<file path="src/common/wb_pkg.sv">
package wb_pkg;

  localparam int TAG_W     = 6;   // 64 physical registers
  localparam int XLEN      = 32;
  localparam int NUM_PREGS = 64;  // register file depth, 2**TAG_W

  // physical register tag
  typedef logic [TAG_W-1:0] tag_t;

  // one data word as carried on a broadcast lane
  typedef logic [XLEN-1:0] xlen_t;

endpackage
</file>
<file path="src/common/br_pkg.sv">
package br_pkg;

  localparam int OP_W       = 3;
  localparam int INST_NUM_W = 32;

  // conditional encodings follow funct3, jumps sit in the unused 010/011 slots
  typedef enum logic [OP_W-1:0] {
    OP_BEQ  = 3'b000,
    OP_BNE  = 3'b001,
    OP_JAL  = 3'b010,  // direct jump
    OP_JALR = 3'b011,  // register jump
    OP_BLT  = 3'b100,
    OP_BGE  = 3'b101,
    OP_BLTU = 3'b110,
    OP_BGEU = 3'b111
  } br_op_e;

  // payload kept per station entry and forwarded at issue
  typedef struct packed {
    br_op_e                  op;
    wb_pkg::xlen_t           pc;
    wb_pkg::xlen_t           imm;
    wb_pkg::tag_t            dest_tag;
    logic                    pred_taken;
    logic                    pred_hit;
    logic [INST_NUM_W-1:0]   inst_num;
  } br_entry_t;

endpackage

</file>
<file path="src/common/br_issue_if.sv">
`timescale 1ns/1ps

interface br_issue_if;

  logic                          valid;       // one pulse per issued entry
  br_pkg::br_op_e                op;
  wb_pkg::xlen_t                 pc;
  wb_pkg::xlen_t                 imm;
  wb_pkg::tag_t                  src1_tag;
  wb_pkg::tag_t                  src2_tag;
  wb_pkg::tag_t                  dest_tag;
  logic                          pred_taken;
  logic                          pred_hit;
  logic [br_pkg::INST_NUM_W-1:0] inst_num;

  modport station (
    output valid, op, pc, imm, src1_tag, src2_tag, dest_tag,
           pred_taken, pred_hit, inst_num
  );

  modport resolver (
    input valid, op, pc, imm, src1_tag, src2_tag, dest_tag,
          pred_taken, pred_hit, inst_num
  );

endinterface

</file>
<file path="src/hw/branch_resolve.sv">
`timescale 1ns/1ps

module branch_resolve (
  input  logic                          clk,
  input  logic                          rst,
  br_issue_if.resolver                  issue,
  input  wb_pkg::xlen_t                 rs1_data,
  input  wb_pkg::xlen_t                 rs2_data,
  output wb_pkg::tag_t                  rd_tag1,
  output wb_pkg::tag_t                  rd_tag2,
  output logic                          res_valid,
  output logic                          res_taken,
  output logic                          res_mispredict,
  output wb_pkg::xlen_t                 res_target,
  output wb_pkg::xlen_t                 res_link,
  output wb_pkg::tag_t                  res_dest_tag,
  output logic [br_pkg::INST_NUM_W-1:0] res_inst_num
);

  logic          taken_c;
  logic          mispredict_c;
  wb_pkg::xlen_t reg_sum_c;
  wb_pkg::xlen_t target_c;
  wb_pkg::xlen_t link_c;

  // operand read straight from the issue record
  assign rd_tag1 = issue.src1_tag;
  assign rd_tag2 = issue.src2_tag;

  always_comb begin
    case (issue.op)
      br_pkg::OP_BEQ:  taken_c = (rs1_data == rs2_data);
      br_pkg::OP_BNE:  taken_c = (rs1_data != rs2_data);
      br_pkg::OP_BLT:  taken_c = ($signed(rs1_data) < $signed(rs2_data));
      br_pkg::OP_BGE:  taken_c = ($signed(rs1_data) >= $signed(rs2_data));
      br_pkg::OP_BLTU: taken_c = (rs1_data < rs2_data);
      br_pkg::OP_BGEU: taken_c = (rs1_data >= rs2_data);
      default:         taken_c = 1'b1;  // jal, jalr
    endcase
  end

  assign reg_sum_c = rs1_data + issue.imm;
  assign target_c  = (issue.op == br_pkg::OP_JALR) ? {reg_sum_c[wb_pkg::XLEN-1:1], 1'b0}
                                                   : issue.pc + issue.imm;
  assign link_c    = issue.pc + wb_pkg::XLEN'(4);

  // wrong direction, or taken with no btb target to fetch from
  assign mispredict_c = (taken_c != issue.pred_taken) || (taken_c && !issue.pred_hit);

  always_ff @(posedge clk) begin
    if (rst) begin
      res_valid      <= 1'b0;
      res_mispredict <= 1'b0;
    end else begin
      res_valid      <= issue.valid;
      res_mispredict <= issue.valid && mispredict_c;
    end
  end

  always_ff @(posedge clk) begin
    if (issue.valid) begin
      res_taken    <= taken_c;
      res_target   <= target_c;
      res_link     <= link_c;
      res_dest_tag <= issue.dest_tag;
      res_inst_num <= issue.inst_num;
    end
  end

endmodule

</file>
<file path="src/flat_wrapper.sv">
// flat-port wrapper written by rule: the top's interface ports become plain ports
module branch_resolve_flat 
  (clk, rst, rs1_data, rs2_data, rd_tag1, rd_tag2, res_valid, res_taken, res_mispredict, res_target, res_link, res_dest_tag, res_inst_num, issue_valid, issue_op, issue_pc, issue_imm, issue_src1_tag, issue_src2_tag, issue_dest_tag, issue_pred_taken, issue_pred_hit, issue_inst_num);
  br_issue_if issue_i ();
  input  logic clk;
  input  logic rst;
  input  wb_pkg::xlen_t rs1_data;
  input  wb_pkg::xlen_t rs2_data;
  output wb_pkg::tag_t rd_tag1;
  output wb_pkg::tag_t rd_tag2;
  output logic res_valid;
  output logic res_taken;
  output logic res_mispredict;
  output wb_pkg::xlen_t res_target;
  output wb_pkg::xlen_t res_link;
  output wb_pkg::tag_t res_dest_tag;
  output logic [br_pkg::INST_NUM_W-1:0] res_inst_num;
  input wire logic [$bits(issue_i.valid)-1:0] issue_valid;
  input wire logic [$bits(issue_i.op)-1:0] issue_op;
  input wire logic [$bits(issue_i.pc)-1:0] issue_pc;
  input wire logic [$bits(issue_i.imm)-1:0] issue_imm;
  input wire logic [$bits(issue_i.src1_tag)-1:0] issue_src1_tag;
  input wire logic [$bits(issue_i.src2_tag)-1:0] issue_src2_tag;
  input wire logic [$bits(issue_i.dest_tag)-1:0] issue_dest_tag;
  input wire logic [$bits(issue_i.pred_taken)-1:0] issue_pred_taken;
  input wire logic [$bits(issue_i.pred_hit)-1:0] issue_pred_hit;
  input wire logic [$bits(issue_i.inst_num)-1:0] issue_inst_num;
  assign issue_i.valid = issue_valid;
  assign issue_i.op = issue_op;
  assign issue_i.pc = issue_pc;
  assign issue_i.imm = issue_imm;
  assign issue_i.src1_tag = issue_src1_tag;
  assign issue_i.src2_tag = issue_src2_tag;
  assign issue_i.dest_tag = issue_dest_tag;
  assign issue_i.pred_taken = issue_pred_taken;
  assign issue_i.pred_hit = issue_pred_hit;
  assign issue_i.inst_num = issue_inst_num;
  branch_resolve u_core (.clk(clk), .rst(rst), .issue(issue_i), .rs1_data(rs1_data), .rs2_data(rs2_data), .rd_tag1(rd_tag1), .rd_tag2(rd_tag2), .res_valid(res_valid), .res_taken(res_taken), .res_mispredict(res_mispredict), .res_target(res_target), .res_link(res_link), .res_dest_tag(res_dest_tag), .res_inst_num(res_inst_num));
endmodule
</file>
<file path="config.mk">
export PLATFORM = sky130hd
export DESIGN_NAME = branch_resolve_flat
export DESIGN_NICKNAME = d
export VERILOG_FILES = /design/src/common/wb_pkg.sv /design/src/common/br_pkg.sv /design/src/common/br_issue_if.sv /design/src/hw/branch_resolve.sv /design/src/flat_wrapper.sv
export SDC_FILE = /design/constraint.sdc
export NUM_CORES = 1
export LEC_CHECK = 0
export BUFFER_PORTS_ARGS = -buffer_cell sky130_fd_sc_hd__clkbuf_2
export CAP_MARGIN = 20
export CELL_PAD_IN_SITES_DETAIL_PLACEMENT = 1
export CELL_PAD_IN_SITES_GLOBAL_PLACEMENT = 1
export CORE_MARGIN = 4
export CORE_UTILIZATION = 34
export CTS_BUF_LIST = sky130_fd_sc_hd__clkbuf_8 sky130_fd_sc_hd__clkbuf_16
export CTS_CLUSTER_SIZE = 8
export DETAILED_ROUTE_END_ITERATION = 12
export PLACE_DENSITY = 0.8
export SYNTH_ARGS = -nofsm -noshare
export SYNTH_HDL_FRONTEND = slang
export SYNTH_SLANG_ARGS = --single-unit
</file>
<file path="constraint.sdc">
create_clock -name clk -period 2.9 [get_ports clk]
set_clock_uncertainty 0.05 [all_clocks]
set_input_delay 0.29 -clock clk [delete_from_list [all_inputs] [get_ports clk]]
set_output_delay 0.29 -clock clk [all_outputs]
set_load 0.05 [all_outputs]
</file>
## Yosys cells after proc, flatten, opt, wreduce, memory -nomap -nowiden

Cells that the tools add are included.

| word-level totals | value |
|---|---|
| output and inout bits | 117 |
| input bits | 186 |
| flip-flop bits (word level) | 105 |
| word-level logic and storage cells | 31 |

| cells by class | value |
|---|---|
| mux-type cells | 2 |
| eq/ne operators | 9 |
| magnitude comparators | 4 |
| add/subtract/negate cells | 3 |
| reduce and logical (&&, ||, !) cells | 5 |

Operators with widths:

| kind | count |
|---|---|
| 32-bit adder | 2 |
| 32-bit >= comparator | 2 |
| 32-bit less-than comparator | 2 |
| 32-bit by 3-bit adder with 32-bit output (second input constant) | 1 |
| 32-bit == test | 1 |
| 32-bit 2-to-1 mux | 1 |
| 32-bit != test | 1 |
| 3-bit == test (second input constant) | 4 |
| 1-bit case mux with 6 select lines | 1 |
| 3-bit by 1-bit == test with 1-bit output (second input constant) | 1 |
| 3-bit by 2-bit == test with 1-bit output (second input constant) | 1 |
| 3-bit logical NOT | 1 |
| 1-bit logical AND | 2 |
| 1-bit logical NOT | 1 |
| 1-bit logical OR | 1 |
| 1-bit != test | 1 |

## Logic depth before layout (Yosys ltp)

| depth | value |
|---|---|
| depth after elaboration | 5 |
| depth in mapped cells | 13 |
| depth with buffers taken out | 13 |

## Worst setup path after synthesis

OpenSTA, ideal clock, no wires.

| timing path | value |
|---|---|
| kind | input -> register |
| from | in issue_imm[2] |
| to | reg u_core.res_target[18] (data pin) |
| path buffers | 0 |
| library setup time | 270 ps |
| slack | 160 ps |
| stages | 11 |
| arrival | 2420 ps |
| data required time | 2580 ps |
| cell sequence | ha_1 > nor2b_1 > o21ai_0 > nand2b_1 > a31oi_1 > o211ai_1 > a221o_1 > a211o_1 > a21oi_1 > xor2_1 > mux2i_1 |

| on the way | value |
|---|---|
| longest elaborated chain between the ends | 2 |
| elaborated cells between the ends (all ways) | 3 |
| those cells by class | 2 x add/sub; 1 x mux |

Ends and longest elaborated chain:

| what | RTL line | text |
|---|---|---|
| from (decl) | flat_wrapper.sv:21 | `input wire logic [$bits(issue_i.imm)-1:0] issue_imm;` |
| 32-bit adder, on equally long branches | branch_resolve.sv:44, branch_resolve.sv:42 |  |
| 32-bit 2-to-1 mux (*) | branch_resolve.sv:43 | `assign target_c = (issue.op == br_pkg::OP_JALR) ? {reg_sum_c[wb_pkg::XLEN-1:1], 1'b0}` |
| via u_core.target_c[18] | branch_resolve.sv:23 | `wb_pkg::xlen_t target_c;` |
| to (signal assigned) | branch_resolve.sv:63 | `res_target <= target_c;` |
| to (decl) | branch_resolve.sv:14 | `output wb_pkg::xlen_t res_target,` |

The timed path passes the listed nets; every way through them passes the cells marked *.
A chain may end at the register's enable or synchronous reset.

## Worst setup path in the final report

| timing path | value |
|---|---|
| from | in issue_imm[10] |
| to | reg u_core.res_target[19] (data pin) |

The elaborated chain is that of the path after synthesis.

==> summary.md <==
| Metric | Value |
|---|---|
| Hpwl dp | `23300 um` |
| FMAX | `359 MHz` |
| Synth area leader | `edfxtp_1` |
| P&R area growth vs syn | `34.8%` |
| Register area share after synthesis | `0.389` |
| Yosys cell types | `61` |
| Global-route wire length before repair | `42600 um` |
| Clock Tree Buf Depth | `2` |
| Slowest stage delay, CP | `0.35 ns` |
| Synth top area cells | `edfxtp_1, ha_1, xnor2_1` |
| H-tree depth | `3` |
| Synth Flop Type | `edfxtp_1` |
| Max IR drop VDD | `0.287 mV` |
| CP dominant cell by count | `a21o_1` |
| Setup repair after global routing missed its margin | `yes` |
| Async set or reset register ratio after synthesis | `0` |
| Slew headroom | `0.474` |
| Crit share post-route | `0.961` |
| Crit path DAT | `2.84 ns` |
| Synthesized area | `8050 um2` |
| GRT Total Usage | `0.204` |
| Post-DR vias/cell | `5.11` |
| Clk sink count | `105` |
| Crit-path slowest cell | `ha_1` |
| Number of synthesized flops with an enable pin | `103` |
| Status | `complete, no violations` |
| Mapped Cells | `802` |
| Cell Pwr Density | `487 nW/um2` |
| Overflow after GRT | `0` |
| Largest net degree at the start of global routing | `68` |
| Crit. End Element | `register` |
| Share of cells above drive strength 1 | `0.362` |
| CP delay by family, top | `compound AO/OA/AOI/OAI gates` |
| WL per Instance | `18.5 um` |
| Post-CTS setup buffers | `0` |
| Final hold violation count | `0` |
| Nets | `1452` |
| TritonCTS Buffers | `9` |
| Die area | `26200 um2` |
| Routed wire length | `27700 um` |
| Yosys reg bits | `105` |
| DR pass1 iterations | `7` |
| Vias in the first global route | `8079` |
| Die Span X | `162 um` |
| Mean Syn Cell Area | `10.0 um2` |
| Clock-pin slew on the worst setup and hold paths | `0.08 ns` |
| CTS tree | `done` |
| Final setup vio count | `0` |
| Total leakage power | `5.28 nW` |
| Min Clock Period, post-route | `2.79 ns` |
| Max-cap violations | `0` |
| DRT antenna net count | `0` |
| Root Driver | `clkbuf_16` |
| Core area | `23400 um2` |
| Syn nets | `1084` |
| YS warnings | `0` |
| WS Path Type | `primary input to register` |
| DR vias | `7644` |
| HP Class | `primary input to register` |
| Initial antenna violation count | `1` |
| Top cell type's share of synthesized area | `0.384` |
| Initial DRC Count | `439` |
| Buffers & Inverters on Critical Path | `1` |
| Worst-margin pin slew | `0.789 ns` |
| Most common cell in the synthesized netlist | `edfxtp_1` |
| Slew Limit Fails | `0` |
| Top cells by count, synth | `edfxtp_1, ha_1, a21oi_1` |
| Remaining DRCs | `0` |
| Port buffer count | `278` |
| Req. time, crit path | `2.95 ns` |
| Initial Util | `0.344` |
| Crit path cell chain | `clkbuf_2, ha_1, a21o_1, a221o_1, a31o_1, o21a_1, nor2_1, o21ai_0, a21o_1, a31oi_1, o22ai_1, nand3b_1` |
| Nature of the critical path startpoint | `primary input` |
| Die Y | `162 um` |
| Row Count | `56` |
| Util after Layout | `0.464` |
| Max Fanout on Critical Path | `4` |
| Fin Hold WS | `0.0514 ns` |
| Routability cong. | `0.889` |
| I/O pins | `303` |
## cell families after synthesis
| logic type | count (synthesis) | synth area share |
|---|---|---|
| AO/OA/AOI/OAI | 225 | 0.185 |
| buffers and inverters | 79 | 0.0426 |
| adder cells (fa/ha/maj) | 96 | 0.151 |
| multiplexers | 11 | 0.0137 |
| flip-flops | 105 | 0.389 |
| XOR/XNOR | 79 | 0.0860 |
| AND/OR/NAND/NOR | 207 | 0.132 |
## through the flow
stage | total power (W) | cells | area (um2) | worst slack (ns) | TNS, ns
floorplan | 0.00332 | 802 | 8050 | 0.160 | 0
global placement | 0.00399 | 1478 | 10500 | -0.320 | -2.21
detailed placement | 0.00405 | 1478 | 10500 | -0.421 | -3.27
CTS | 0.00531 | 1494 | 10800 | 0.0124 | 0
global route | 0.00557 | 1495 | 10900 | -0.0398 | -0.0634
finish | 0.00529 | 1495 | 10900 | 0.113 | 0
## flip-flops by register name, summed over array words and instances, names as in the netlist
register and cells:
u_core.res_inst_num 32, u_core.res_target 32, u_core.res_link 32, u_core.res_dest_tag 6, u_core.res_mispredict 1, u_core.res_valid 1, u_core.res_taken 1
## layout make-up
cell class                      instances  area (um2)
Inverter                               50         188
Clock inverter                          7        66.3
Tap cell                              319         399
Clock buffer                            9         225
Sequential cell                       105        3130
Timing Repair Buffer                  386        2220
Multi-Input combinational cell        618        4620
Antenna cell                            1        2.50
Fill cell                            2789       12500
## cells in the final DEF, fill, tap and decap left out, types with 4 or more instances in the layout
cell / instances
a21oi_1: 63
a31oi_1: 10
inv_1: 51
or2_2: 5
ha_1: 94
o21a_1: 11
edfxtp_1: 103
a21o_1: 46
nand3_1: 26
and3_1: 13
buf_4: 108
mux2i_1: 11
o22ai_1: 5
xnor2_1: 50
xor2_1: 29
nor3b_1: 5
clkbuf_16: 9
nor3_1: 12
o21bai_1: 7
a221o_1: 4
o21ai_0: 38
nor2b_1: 9
nand4_1: 18
nand2b_1: 9
clkbuf_2: 277
nor2_1: 44
o31ai_1: 5
nand2_1: 46
## metal layers
layer	routed length [um]	global-route usage
met1	12100	0.262
met2	13300	0.349
met3	1480	0.0350
met4	766	0.0673
met5	0	0
## path summary, 6_finish.rpt
path,start,endpoint,slack (ns),cells after the start
max,issue_imm[10],u_core.res_target[19],0.11,12
min,rst,u_core.res_valid,0.05,2
## repair_timing
item | 4_1_cts | 5_1_grt
setup endpoints to repair | 1 | 7
hold endpoints to repair | 0 | 0
resized for setup | 1 | 10
pin swaps | 0 | 7
hold buffers | 0 | 0
## power breakdown
group          switching, W  internal [W]
combinational       0.00136      0.000757
sequential        0.0000480       0.00186
clock              0.000650      0.000604
total               0.00206       0.00322
(Power assumes the default switching activity.)
