File: config.mk
export PLATFORM = sky130hd
export DESIGN_NAME = branch_rs_flat
export DESIGN_NICKNAME = d
export VERILOG_FILES = /design/src/common/wb_pkg.sv /design/src/common/br_pkg.sv /design/src/common/br_issue_if.sv /design/src/hw/branch_rs/branch_rs.sv /design/src/hw/branch_rs/tag_wakeup.sv /design/src/flat_wrapper.sv
export SDC_FILE = /design/constraint.sdc
export NUM_CORES = 2
export LEC_CHECK = 0
export BUFFER_PORTS_ARGS = -buffer_cell sky130_fd_sc_hd__buf_4
export CORE_MARGIN = 2
export CORE_UTILIZATION = 55
export DETAILED_ROUTE_END_ITERATION = 8
export HOLD_SLACK_MARGIN = 0.15
export PLACE_DENSITY_LB_ADDON = 0.12
export RECOVER_POWER = 25
export SYNTH_ARGS = -nofsm -noshare
export SYNTH_HDL_FRONTEND = slang
export SYNTH_SLANG_ARGS = --single-unit
File: constraint.sdc
create_clock -name clk -period 7.9 [get_ports clk]
set_input_delay 1.185 -clock clk [delete_from_list [all_inputs] [get_ports clk]]
set_output_delay 1.185 -clock clk [all_outputs]
set_load 0.03 [all_outputs]
File: src/common/wb_pkg.sv
package wb_pkg;

  localparam int TAG_W     = 6;   // 64 physical registers
  localparam int XLEN      = 32;
  localparam int NUM_PREGS = 64;  // register file depth, 2**TAG_W

  // physical register tag
  typedef logic [TAG_W-1:0] tag_t;

  // one data word as carried on a broadcast lane
  typedef logic [XLEN-1:0] xlen_t;

endpackage
File: src/common/br_pkg.sv
package br_pkg;

  localparam int OP_W       = 3;
  localparam int INST_NUM_W = 32;

  // conditional encodings follow funct3, jumps sit in the unused 010/011 slots
  typedef enum logic [OP_W-1:0] {
    OP_BEQ  = 3'b000,
    OP_BNE  = 3'b001,
    OP_JAL  = 3'b010,  // direct jump
    OP_JALR = 3'b011,  // register jump
    OP_BLT  = 3'b100,
    OP_BGE  = 3'b101,
    OP_BLTU = 3'b110,
    OP_BGEU = 3'b111
  } br_op_e;

  // payload kept per station entry and forwarded at issue
  typedef struct packed {
    br_op_e                  op;
    wb_pkg::xlen_t           pc;
    wb_pkg::xlen_t           imm;
    wb_pkg::tag_t            dest_tag;
    logic                    pred_taken;
    logic                    pred_hit;
    logic [INST_NUM_W-1:0]   inst_num;
  } br_entry_t;

endpackage

File: src/common/br_issue_if.sv
`timescale 1ns/1ps

interface br_issue_if;

  logic                          valid;       // one pulse per issued entry
  br_pkg::br_op_e                op;
  wb_pkg::xlen_t                 pc;
  wb_pkg::xlen_t                 imm;
  wb_pkg::tag_t                  src1_tag;
  wb_pkg::tag_t                  src2_tag;
  wb_pkg::tag_t                  dest_tag;
  logic                          pred_taken;
  logic                          pred_hit;
  logic [br_pkg::INST_NUM_W-1:0] inst_num;

  modport station (
    output valid, op, pc, imm, src1_tag, src2_tag, dest_tag,
           pred_taken, pred_hit, inst_num
  );

  modport resolver (
    input valid, op, pc, imm, src1_tag, src2_tag, dest_tag,
          pred_taken, pred_hit, inst_num
  );

endinterface

File: src/hw/branch_rs/branch_rs.sv
`timescale 1ns/1ps

module branch_rs #(
  parameter int DEPTH  = 16,
  parameter int NUM_WB = 3
) (
  input  logic                          clk,
  input  logic                          rst,
  input  logic                          clear,       // flush or mispredict
  input  logic                          disp_valid,
  input  logic [br_pkg::OP_W-1:0]       disp_op,
  input  wb_pkg::xlen_t                 disp_pc,
  input  wb_pkg::xlen_t                 disp_imm,
  input  wb_pkg::tag_t                  disp_src1_tag,
  input  wb_pkg::tag_t                  disp_src2_tag,
  input  logic                          disp_src1_rdy,
  input  logic                          disp_src2_rdy,
  input  wb_pkg::tag_t                  disp_dest_tag,
  input  logic                          disp_pred_taken,
  input  logic                          disp_pred_hit,
  input  logic [br_pkg::INST_NUM_W-1:0] disp_inst_num,
  input  logic [NUM_WB-1:0]             wb_valid,
  input  wb_pkg::tag_t [NUM_WB-1:0]     wb_tag,
  output logic                          full,
  br_issue_if.station                   issue
);

  localparam int PTR_W = $clog2(DEPTH);
  localparam int CNT_W = PTR_W + 1;

  br_pkg::br_entry_t        entry_q [DEPTH];
  wb_pkg::tag_t [DEPTH-1:0] src1_tag_q;
  wb_pkg::tag_t [DEPTH-1:0] src2_tag_q;
  logic [DEPTH-1:0]         rdy1_q;
  logic [DEPTH-1:0]         rdy2_q;

  logic [PTR_W-1:0] head_q;
  logic [PTR_W-1:0] tail_q;
  logic [CNT_W-1:0] count_q;

  logic [DEPTH-1:0] entry_wake1;
  logic [DEPTH-1:0] entry_wake2;
  logic             disp_wake1;
  logic             disp_wake2;
  logic             disp_accept;
  logic             head_ready;

  // registered issue stage
  logic              issue_valid_q;
  br_pkg::br_entry_t issue_entry_q;
  wb_pkg::tag_t      issue_src1_q;
  wb_pkg::tag_t      issue_src2_q;

  tag_wakeup #(
    .DEPTH  (DEPTH),
    .NUM_WB (NUM_WB)
  ) i_tag_wakeup (
    .entry_src1_tag (src1_tag_q),
    .entry_src2_tag (src2_tag_q),
    .disp_src1_tag  (disp_src1_tag),
    .disp_src2_tag  (disp_src2_tag),
    .wb_valid       (wb_valid),
    .wb_tag         (wb_tag),
    .entry_wake1    (entry_wake1),
    .entry_wake2    (entry_wake2),
    .disp_wake1     (disp_wake1),
    .disp_wake2     (disp_wake2)
  );

  assign full        = (count_q == CNT_W'(DEPTH));
  assign disp_accept = disp_valid && !full;
  // in order, only the oldest entry may go
  assign head_ready  = (count_q != '0) && rdy1_q[head_q] && rdy2_q[head_q];

  always_ff @(posedge clk) begin
    if (rst || clear) begin
      head_q        <= '0;
      tail_q        <= '0;
      count_q       <= '0;
      issue_valid_q <= 1'b0;
    end else begin
      if (disp_accept) tail_q <= tail_q + 1'b1;  // wraps, DEPTH is 2**n
      if (head_ready) head_q <= head_q + 1'b1;
      count_q       <= count_q + CNT_W'(disp_accept) - CNT_W'(head_ready);
      issue_valid_q <= head_ready;
    end
  end

  always_ff @(posedge clk) begin
    for (int e = 0; e < DEPTH; e++) begin
      if (entry_wake1[e]) rdy1_q[e] <= 1'b1;
      if (entry_wake2[e]) rdy2_q[e] <= 1'b1;
    end
    if (disp_accept) begin
      entry_q[tail_q] <= '{
        op:         br_pkg::br_op_e'(disp_op),
        pc:         disp_pc,
        imm:        disp_imm,
        dest_tag:   disp_dest_tag,
        pred_taken: disp_pred_taken,
        pred_hit:   disp_pred_hit,
        inst_num:   disp_inst_num
      };
      src1_tag_q[tail_q] <= disp_src1_tag;
      src2_tag_q[tail_q] <= disp_src2_tag;
      rdy1_q[tail_q]     <= disp_src1_rdy | disp_wake1;  // same-cycle bypass
      rdy2_q[tail_q]     <= disp_src2_rdy | disp_wake2;
    end
    if (head_ready) begin
      issue_entry_q <= entry_q[head_q];
      issue_src1_q  <= src1_tag_q[head_q];
      issue_src2_q  <= src2_tag_q[head_q];
    end
  end

  // younger entries are wrong path once clear is up
  assign issue.valid      = issue_valid_q && !clear;
  assign issue.op         = issue_entry_q.op;
  assign issue.pc         = issue_entry_q.pc;
  assign issue.imm        = issue_entry_q.imm;
  assign issue.src1_tag   = issue_src1_q;
  assign issue.src2_tag   = issue_src2_q;
  assign issue.dest_tag   = issue_entry_q.dest_tag;
  assign issue.pred_taken = issue_entry_q.pred_taken;
  assign issue.pred_hit   = issue_entry_q.pred_hit;
  assign issue.inst_num   = issue_entry_q.inst_num;

endmodule

File: src/hw/branch_rs/tag_wakeup.sv
`timescale 1ns/1ps

module tag_wakeup #(
  parameter int DEPTH  = 16,
  parameter int NUM_WB = 3
) (
  input  wb_pkg::tag_t [DEPTH-1:0]  entry_src1_tag,
  input  wb_pkg::tag_t [DEPTH-1:0]  entry_src2_tag,
  input  wb_pkg::tag_t              disp_src1_tag,
  input  wb_pkg::tag_t              disp_src2_tag,
  input  logic [NUM_WB-1:0]         wb_valid,
  input  wb_pkg::tag_t [NUM_WB-1:0] wb_tag,
  output logic [DEPTH-1:0]          entry_wake1,
  output logic [DEPTH-1:0]          entry_wake2,
  output logic                      disp_wake1,
  output logic                      disp_wake2
);

  // true when any valid lane broadcasts this tag
  function automatic logic tag_hit(input wb_pkg::tag_t tag);
    logic hit;
    hit = 1'b0;
    for (int w = 0; w < NUM_WB; w++) begin
      if (wb_valid[w] && (wb_tag[w] == tag)) hit = 1'b1;
    end
    return hit;
  endfunction

  always_comb begin
    for (int e = 0; e < DEPTH; e++) begin
      entry_wake1[e] = tag_hit(entry_src1_tag[e]);
      entry_wake2[e] = tag_hit(entry_src2_tag[e]);
    end
  end

  // bypass for the operation being dispatched this cycle
  assign disp_wake1 = tag_hit(disp_src1_tag);
  assign disp_wake2 = tag_hit(disp_src2_tag);

endmodule

File: src/flat_wrapper.sv
// flat-port wrapper written by rule: the top's interface ports become plain ports
module branch_rs_flat 
#(
  parameter int DEPTH  = 16,
  parameter int NUM_WB = 3
)
  (clk, rst, clear, disp_valid, disp_op, disp_pc, disp_imm, disp_src1_tag, disp_src2_tag, disp_src1_rdy, disp_src2_rdy, disp_dest_tag, disp_pred_taken, disp_pred_hit, disp_inst_num, wb_valid, wb_tag, full, issue_valid, issue_op, issue_pc, issue_imm, issue_src1_tag, issue_src2_tag, issue_dest_tag, issue_pred_taken, issue_pred_hit, issue_inst_num);
  br_issue_if issue_i ();
  input  logic clk;
  input  logic rst;
  input  logic clear;
  input  logic disp_valid;
  input  logic [br_pkg::OP_W-1:0] disp_op;
  input  wb_pkg::xlen_t disp_pc;
  input  wb_pkg::xlen_t disp_imm;
  input  wb_pkg::tag_t disp_src1_tag;
  input  wb_pkg::tag_t disp_src2_tag;
  input  logic disp_src1_rdy;
  input  logic disp_src2_rdy;
  input  wb_pkg::tag_t disp_dest_tag;
  input  logic disp_pred_taken;
  input  logic disp_pred_hit;
  input  logic [br_pkg::INST_NUM_W-1:0] disp_inst_num;
  input  logic [NUM_WB-1:0] wb_valid;
  input  wb_pkg::tag_t [NUM_WB-1:0] wb_tag;
  output logic full;
  output wire logic [$bits(issue_i.valid)-1:0] issue_valid;
  output wire logic [$bits(issue_i.op)-1:0] issue_op;
  output wire logic [$bits(issue_i.pc)-1:0] issue_pc;
  output wire logic [$bits(issue_i.imm)-1:0] issue_imm;
  output wire logic [$bits(issue_i.src1_tag)-1:0] issue_src1_tag;
  output wire logic [$bits(issue_i.src2_tag)-1:0] issue_src2_tag;
  output wire logic [$bits(issue_i.dest_tag)-1:0] issue_dest_tag;
  output wire logic [$bits(issue_i.pred_taken)-1:0] issue_pred_taken;
  output wire logic [$bits(issue_i.pred_hit)-1:0] issue_pred_hit;
  output wire logic [$bits(issue_i.inst_num)-1:0] issue_inst_num;
  assign issue_valid = issue_i.valid;
  assign issue_op = issue_i.op;
  assign issue_pc = issue_i.pc;
  assign issue_imm = issue_i.imm;
  assign issue_src1_tag = issue_i.src1_tag;
  assign issue_src2_tag = issue_i.src2_tag;
  assign issue_dest_tag = issue_i.dest_tag;
  assign issue_pred_taken = issue_i.pred_taken;
  assign issue_pred_hit = issue_i.pred_hit;
  assign issue_inst_num = issue_i.inst_num;
  branch_rs #(.DEPTH(DEPTH), .NUM_WB(NUM_WB)) u_core (.clk(clk), .rst(rst), .clear(clear), .disp_valid(disp_valid), .disp_op(disp_op), .disp_pc(disp_pc), .disp_imm(disp_imm), .disp_src1_tag(disp_src1_tag), .disp_src2_tag(disp_src2_tag), .disp_src1_rdy(disp_src1_rdy), .disp_src2_rdy(disp_src2_rdy), .disp_dest_tag(disp_dest_tag), .disp_pred_taken(disp_pred_taken), .disp_pred_hit(disp_pred_hit), .disp_inst_num(disp_inst_num), .wb_valid(wb_valid), .wb_tag(wb_tag), .full(full), .issue(issue_i));
endmodule
* Yosys cells after proc, flatten, opt, wreduce, memory -nomap -nowiden
Memories as Yosys holds them, arrays and structs flattened. A register that Yosys moved wholly into a read port is not among the register bits.
Index checks and enable logic that the tools add are counted.
** Storage, ports and cells
- Register bits after elaboration :: 250
- Memory bits (writable) :: 1712
- Input port bits :: 146
- Logic and storage cells :: 418
- Memories :: 1
** Memory list
- u_core.entry_q :: words 16, bits a word 107, read ports 1, clocked after Yosys merged registers in 1, write ports 1, line branch_rs.sv:31 : br_pkg::br_entry_t entry_q [DEPTH];
** Operators by class
- $add $sub $neg :: 4
- $lt $le $gt $ge :: 3
- Equal/unequal tests :: 103
- Muxes and demuxes :: 154
- Bitwise gates (word level) :: 2
- Reductions and logical operators :: 111
** Operator list (number)
- $eq 6x6->1 :: 102
- $bwmux 96 :: 2
- $mux 1 :: 139
- $logic_and 1x1->1 :: 107
- $bmux 6 s4 :: 2
- $bwmux 16 :: 2
- $mux 16 :: 2
- $demux 6 s4 :: 1
- $mux 6 :: 3
- $lt 4x5->1 const B :: 2
- $add 4x1->4 const B :: 2
- $bmux 1 s4 :: 2
- $add 5x1->5 :: 1
- $eq 5x5->1 const B :: 1
- $reduce_bool 5->1 :: 1
- $sub 5x1->5 :: 1
- $demux 1 s4 :: 1
- $ge 4x1->1 const B :: 1
- $logic_not 1->1 :: 2
- $or 1x1->1 :: 2
- $logic_or 1x1->1 :: 1

* Depth between registers and ports, before layout
- Depth in word-level cells :: 8
- Depth in mapped cells :: 19
- Mapped depth without buffers :: 19

* Modules after synthesis
Synthesis repeated with hierarchy kept, for this count alone.
** Second synthesis, totals
- Cells, all modules :: 3920
- Area, all modules :: 84716.2 um^2
** Modules (own cells, without submodules)
- branch_rs :: instances 1, cells each 2986, area an instance 76951.3 um^2
- tag_wakeup :: instances 1, cells each 934, area an instance 7764.9 um^2

* Worst setup path after synthesis
OpenSTA, ideal clock, no wires.
- Kind :: input -> register
- Start :: input port disp_valid
- End :: register u_core.rdy1_q[15]
- Data arrival time :: 7.075 ns
- Required time :: 7.540 ns
- Path slack :: 0.465 ns
- Stages :: 5
- Cell sequence :: nor2b_1 -> clkbuf_1 -> nand2_1 -> nor2_1 -> mux2i_1
** On the way
- Cells in the longest elaborated chain, start to end :: 2
** Ends and longest elaborated chain
- from (decl) :: line flat_wrapper.sv:12 : input logic disp_valid;
- $logic_and 1x1->1 :: line branch_rs.sv:71 : assign disp_accept = disp_valid && !full;
- $mux 16 :: line branch_rs.sv:94 : if (disp_accept) begin
- to (signal, indexed assignment) :: line branch_rs.sv:106 : rdy1_q[tail_q] <= disp_src1_rdy | disp_wake1;
- to (decl) :: line branch_rs.sv:34 : logic [DEPTH-1:0] rdy1_q;
No other way between the ends.
A chain may end at the register's enable or synchronous reset.

* Worst setup path in the final report
- Start :: register u_core.head_q[0]
- End :: register u_core.count_q[4]
** On the way
- Cells in the longest elaborated chain, start to end :: 5
- Elaborated cells on any way between the ends :: 7
- Classes of those cells :: 1 x add/sub; 4 x mux; 2 x reduce/logical
** Ends and longest elaborated chain
- from (decl) :: line branch_rs.sv:37 : logic [PTR_W-1:0] head_q;
- from (signal assigned) :: line branch_rs.sv:83 : if (head_ready) head_q <= head_q + 1'b1;
- $bmux 1 s4 :: line branch_rs.sv:73 : assign head_ready = (count_q != '0) && rdy1_q[head_q] && rdy2_q[head_q];
- $mux 1 (not written as such) :: line branch_rs.sv:73
- $logic_and 1x1->1 :: line branch_rs.sv:73
- $logic_and 1x1->1 (*) :: line branch_rs.sv:73
- named net u_core.head_ready :: line branch_rs.sv:46 : logic head_ready;
- $sub 5x1->5 (*) :: line branch_rs.sv:84 : count_q <= count_q + CNT_W'(disp_accept) - CNT_W'(head_ready);
- to (signal assigned) :: line branch_rs.sv:84
- to (decl) :: line branch_rs.sv:39 : logic [CNT_W-1:0] count_q;
The timed path passes the listed nets; every way through them passes the cells marked *. The select of a mux whose other input is x is not followed.

==> flow_summary_export.csv <==
group,metric,value,unit
global_route,grt_pass1_vias,41590,
placed_design,numPortBuffers,266,
yosys,synth_cell_types,39,
cells_and_area,syn2layout_area_growth,11.35,%
route,vias,40720,
clock_tree,clk_pin_slew,0.06,ns
yosys,syn_inst,3908,
global_route,grt_usage,0.2641,
clock_tree,postCtsHoldBufs,0,
sta,setup-tns-final,0,ns
worst_setup_path,arrival,4.89,ns
sta,finClkSkew,0.04664,ns
global_route,top_usage_layer,"met2",
yosys,ys.flop_type,"edfxtp_1",
floorplan,die_w,397.0,um
flow_run,cap_violations,0,
floorplan,core_area,153700,um2
yosys,synth_area,84950,um2
power,p_per_area,259.3,nW/um2
clock_tree,cts_buffers,204,
sta,fmax,239.3,MHz
clock_tree,clk_latency,0.84,ns
global_route,grt-ovfl-total,0,
worst_setup_path,crit_cells,17,
placed_design,hpwl,100200,um
worst_setup_path,path_buf_inv,5,
worst_setup_path,r2r_start,"u_core.head_q[0]$_SDFFE_PP0P_",
route,viasPerCell,6.345,
cells_and_area,final_common_cell,"edfxtp_1",
sta,finalSetupViolations,0,
cells_and_area,final_cell_mix,"edfxtp_1 (2023), mux4_2 (555), xor2_1 (311)",
min_path,worstHoldStart,"u_core.rdy1_q[11]$_DFF_P_",
min_path,whs_endpoint,"u_core.rdy1_q[11]$_DFF_P_",
sta,min_period,4.178,ns
min_path,holdPathStages,2,
worst_setup_path,crit_chain,"buf_12, nand3_1, nand4_1, nand2b_1, o211ai_4, inv_8, ha_1, inv_1, ha_1, inv_1, fa_1, inv_1, a21oi_1, nor2_1, nor2_1, xnor2_1, nor2_1",
route,drt_iter0_markers,4569,
clock_tree,cts_buffer_depth,3,
worst_setup_path,rr_worst_depth,17,
worst_setup_path,crit_fanout,106,
placed_design,gp_congestion,0.8237,
worst_setup_path,crit_required,8.62,ns
global_route,grt_start_max_net_pins,110,
global_route,antenna_found_initial,25,
global_route,use_met1,0.3887,
sta,slew_viol_final,0,
yosys,synth_edf_count,2023,
floorplan,die_height,397.0,um
clock_tree,ctsRootBufferMaster,"clkbuf_16",
worst_setup_path,slowest_stage,"dfxtp_4",
sta,worstMarginPinSlew,1.181,ns
worst_setup_path,timing.rr.end,"u_core.count_q[4]$_SDFF_PP0_",
sta,whs,0.5409,ns
worst_setup_path,crit_family,"buffers and inverters",
run_status,status,"finished clean",
sta,rsz0062_at_grt,"no",
route,first_pass_iters,7,
yosys,yosysSeqAreaShare,0.7259,
global_route,grt_first_pass_wirelength,297600,um
route,drc,0,
floorplan,ios,267,
power,leakage,28.94,nW
global_route,gr-usage-met3,0.04194,
min_path,hp-class,"reg2reg",
power,vdd_ir_drop_max,0.2072,mV
yosys,synthesis.nets,4066,
route,wl_per_cell,32.00,um
worst_setup_path,reg2reg_slack,3.72,ns
sta,fin_crit_sh,0.5289,
worst_setup_path,crit_path_start_kind,"flop",
clock_tree,postCtsSetupRepairBufs,0,
route,ant_nets,0,
floorplan,num_rows,144,
clock_tree,clock_sinks,2069,
floorplan,dieArea,157600,um2
yosys,ys_warn_count,0,
yosys,ys_ff_latch,2069,
yosys,synthArstFlopShare,0,
route,wirelength,205400,um
clock_tree,cts_tree,"yes",
cells_and_area,drive_gt1_frac,0.2494,
worst_setup_path,slowest_delay,0.90,ns
clock_tree,ctsResizeCount,0,
worst_setup_path,timing_worst_setup_path_type,"reg2reg",
sta,relSlewSlack,0.2129,
cells_and_area,nets,4352,
clock_tree,htreeDepth,4,
sta,hold_viol,0,
global_route,grtUsageMet2,0.4199,
worst_setup_path,end_kind,"flop",
yosys,avgSynthCellArea,21.74,um2
floorplan,start_util,0.5527,
[synth_stat cells, types with 18 or more instances]
cell,count,area (um2)
edfxtp_1,2023,60750
mux4_2,555,12500
xor2_1,311,2724
xnor2_1,309,2706
nor4_1,134,838.3
nand4_1,108,675.7
buf_2,84,420.4
buf_6,65,732.0
dfxtp_1,46,920.9
mux2i_1,46,460.4
mux4_1,43,1130
clkbuf_1,40,150.1
buf_4,35,262.8
inv_1,27,101.4
nor2_1,18,67.56
[sequential cells by signal, summed over array words and instances (netlist names), 16 cells and up]
signal	count
u_core.entry_q	1712
u_core.src1_tag_q	96
u_core.issue.inst_num	32
u_core.issue.imm	32
u_core.rdy2_q	16
u_core.rdy1_q	16
u_core.issue.pc	32
u_core.src2_tag_q	96
[per-stage QoR]
stage          instance area, um2  setup slack (ns)  utilization  std cells  total power (W)
2_1_floorplan               84950            0.4649            -       3908          0.01448
3_3_place_gp                88420             3.471       0.5753       6032          0.01539
3_5_place_dp                88420             3.538       0.5753       6032          0.01540
4_1_cts                     94930             3.536       0.6177       6415          0.02473
5_1_grt                     94590             3.228       0.6155       6417          0.02528
6_report                    94590             3.722       0.6155       6418          0.02453
[metal layers]
| layer | part of all wire | vias to the layer above | wire [um] |
|---|---|---|---|
| li1 | - | 16780 | - |
| met1 | 0.42 | 21920 | 86020 |
| met2 | 0.49 | 1654 | 100000 |
| met3 | 0.071 | 342 | 14660 |
| met4 | 0.022 | 22 | 4554 |
| met5 | 0.00069 | - | 141 |
[final cells by class]
class                      count  area, um2
sequential                  2069      61680
fill                       10700      59100
multi-input combinational   1584      21580
clock buffer                 250       5373
tap                         2044       2557
timing repair buffer         308       2029
clock inverter               133       1139
inverter                      27      221.5
antenna                        3      7.507
[worst max-delay path by stage]
stage                                              end  slack [ns]                          start
after floorplan              u_core.rdy1_q[15]$_DFF_P_        0.46                     disp_valid
after global placement    u_core.count_q[4]$_SDFF_PP0_        3.47  u_core.head_q[0]$_SDFFE_PP0P_
after detailed placement  u_core.count_q[4]$_SDFF_PP0_        3.54  u_core.head_q[0]$_SDFFE_PP0P_
after CTS                 u_core.count_q[4]$_SDFF_PP0_        3.54  u_core.head_q[0]$_SDFFE_PP0P_
after global routing      u_core.count_q[4]$_SDFF_PP0_        3.23  u_core.head_q[0]$_SDFFE_PP0P_
final                     u_core.count_q[4]$_SDFF_PP0_        3.72  u_core.head_q[0]$_SDFFE_PP0P_
[worst register-to-register path, cell delays in order (launching register included)]
cell	delay, ns
dfxtp_4	0.90
buf_12	0.67
nand3_1	0.22
nand4_1	0.15
nand2b_1	0.13
o211ai_4	0.18
inv_8	0.27
ha_1	0.37
inv_1	0.06
ha_1	0.15
inv_1	0.06
fa_1	0.42
inv_1	0.07
a21oi_1	0.06
nor2_1	0.10
nor2_1	0.06
xnor2_1	0.14
nor2_1	0.05
[power by group]
part | leakage [nW] | switching (W) | internal, W
registers | 18.7 | 0.000234 | 0.0125
clock network | 3.18 | 0.00415 | 0.00526
logic | 7.10 | 0.00142 | 0.000998
total | 28.9 | 0.00581 | 0.0187
[cells by family (layout without fill, tap and decap cells)]
| logic type | count (synthesis) | in the layout | share of synthesized area |
|---|---|---|---|
| other cells | 0 | 3 | 0 |
| mux | 646 | 646 | 0.1662 |
| compound gates | 9 | 9 | 0.0008248 |
| buf+inv | 255 | 718 | 0.02012 |
| flops | 2069 | 2069 | 0.7259 |
| fa+ha+maj | 12 | 12 | 0.001856 |
| xor+xnor | 620 | 620 | 0.06392 |
| simple gates | 297 | 297 | 0.02117 |
No activity file was read; power rests on OpenSTA's default activity.
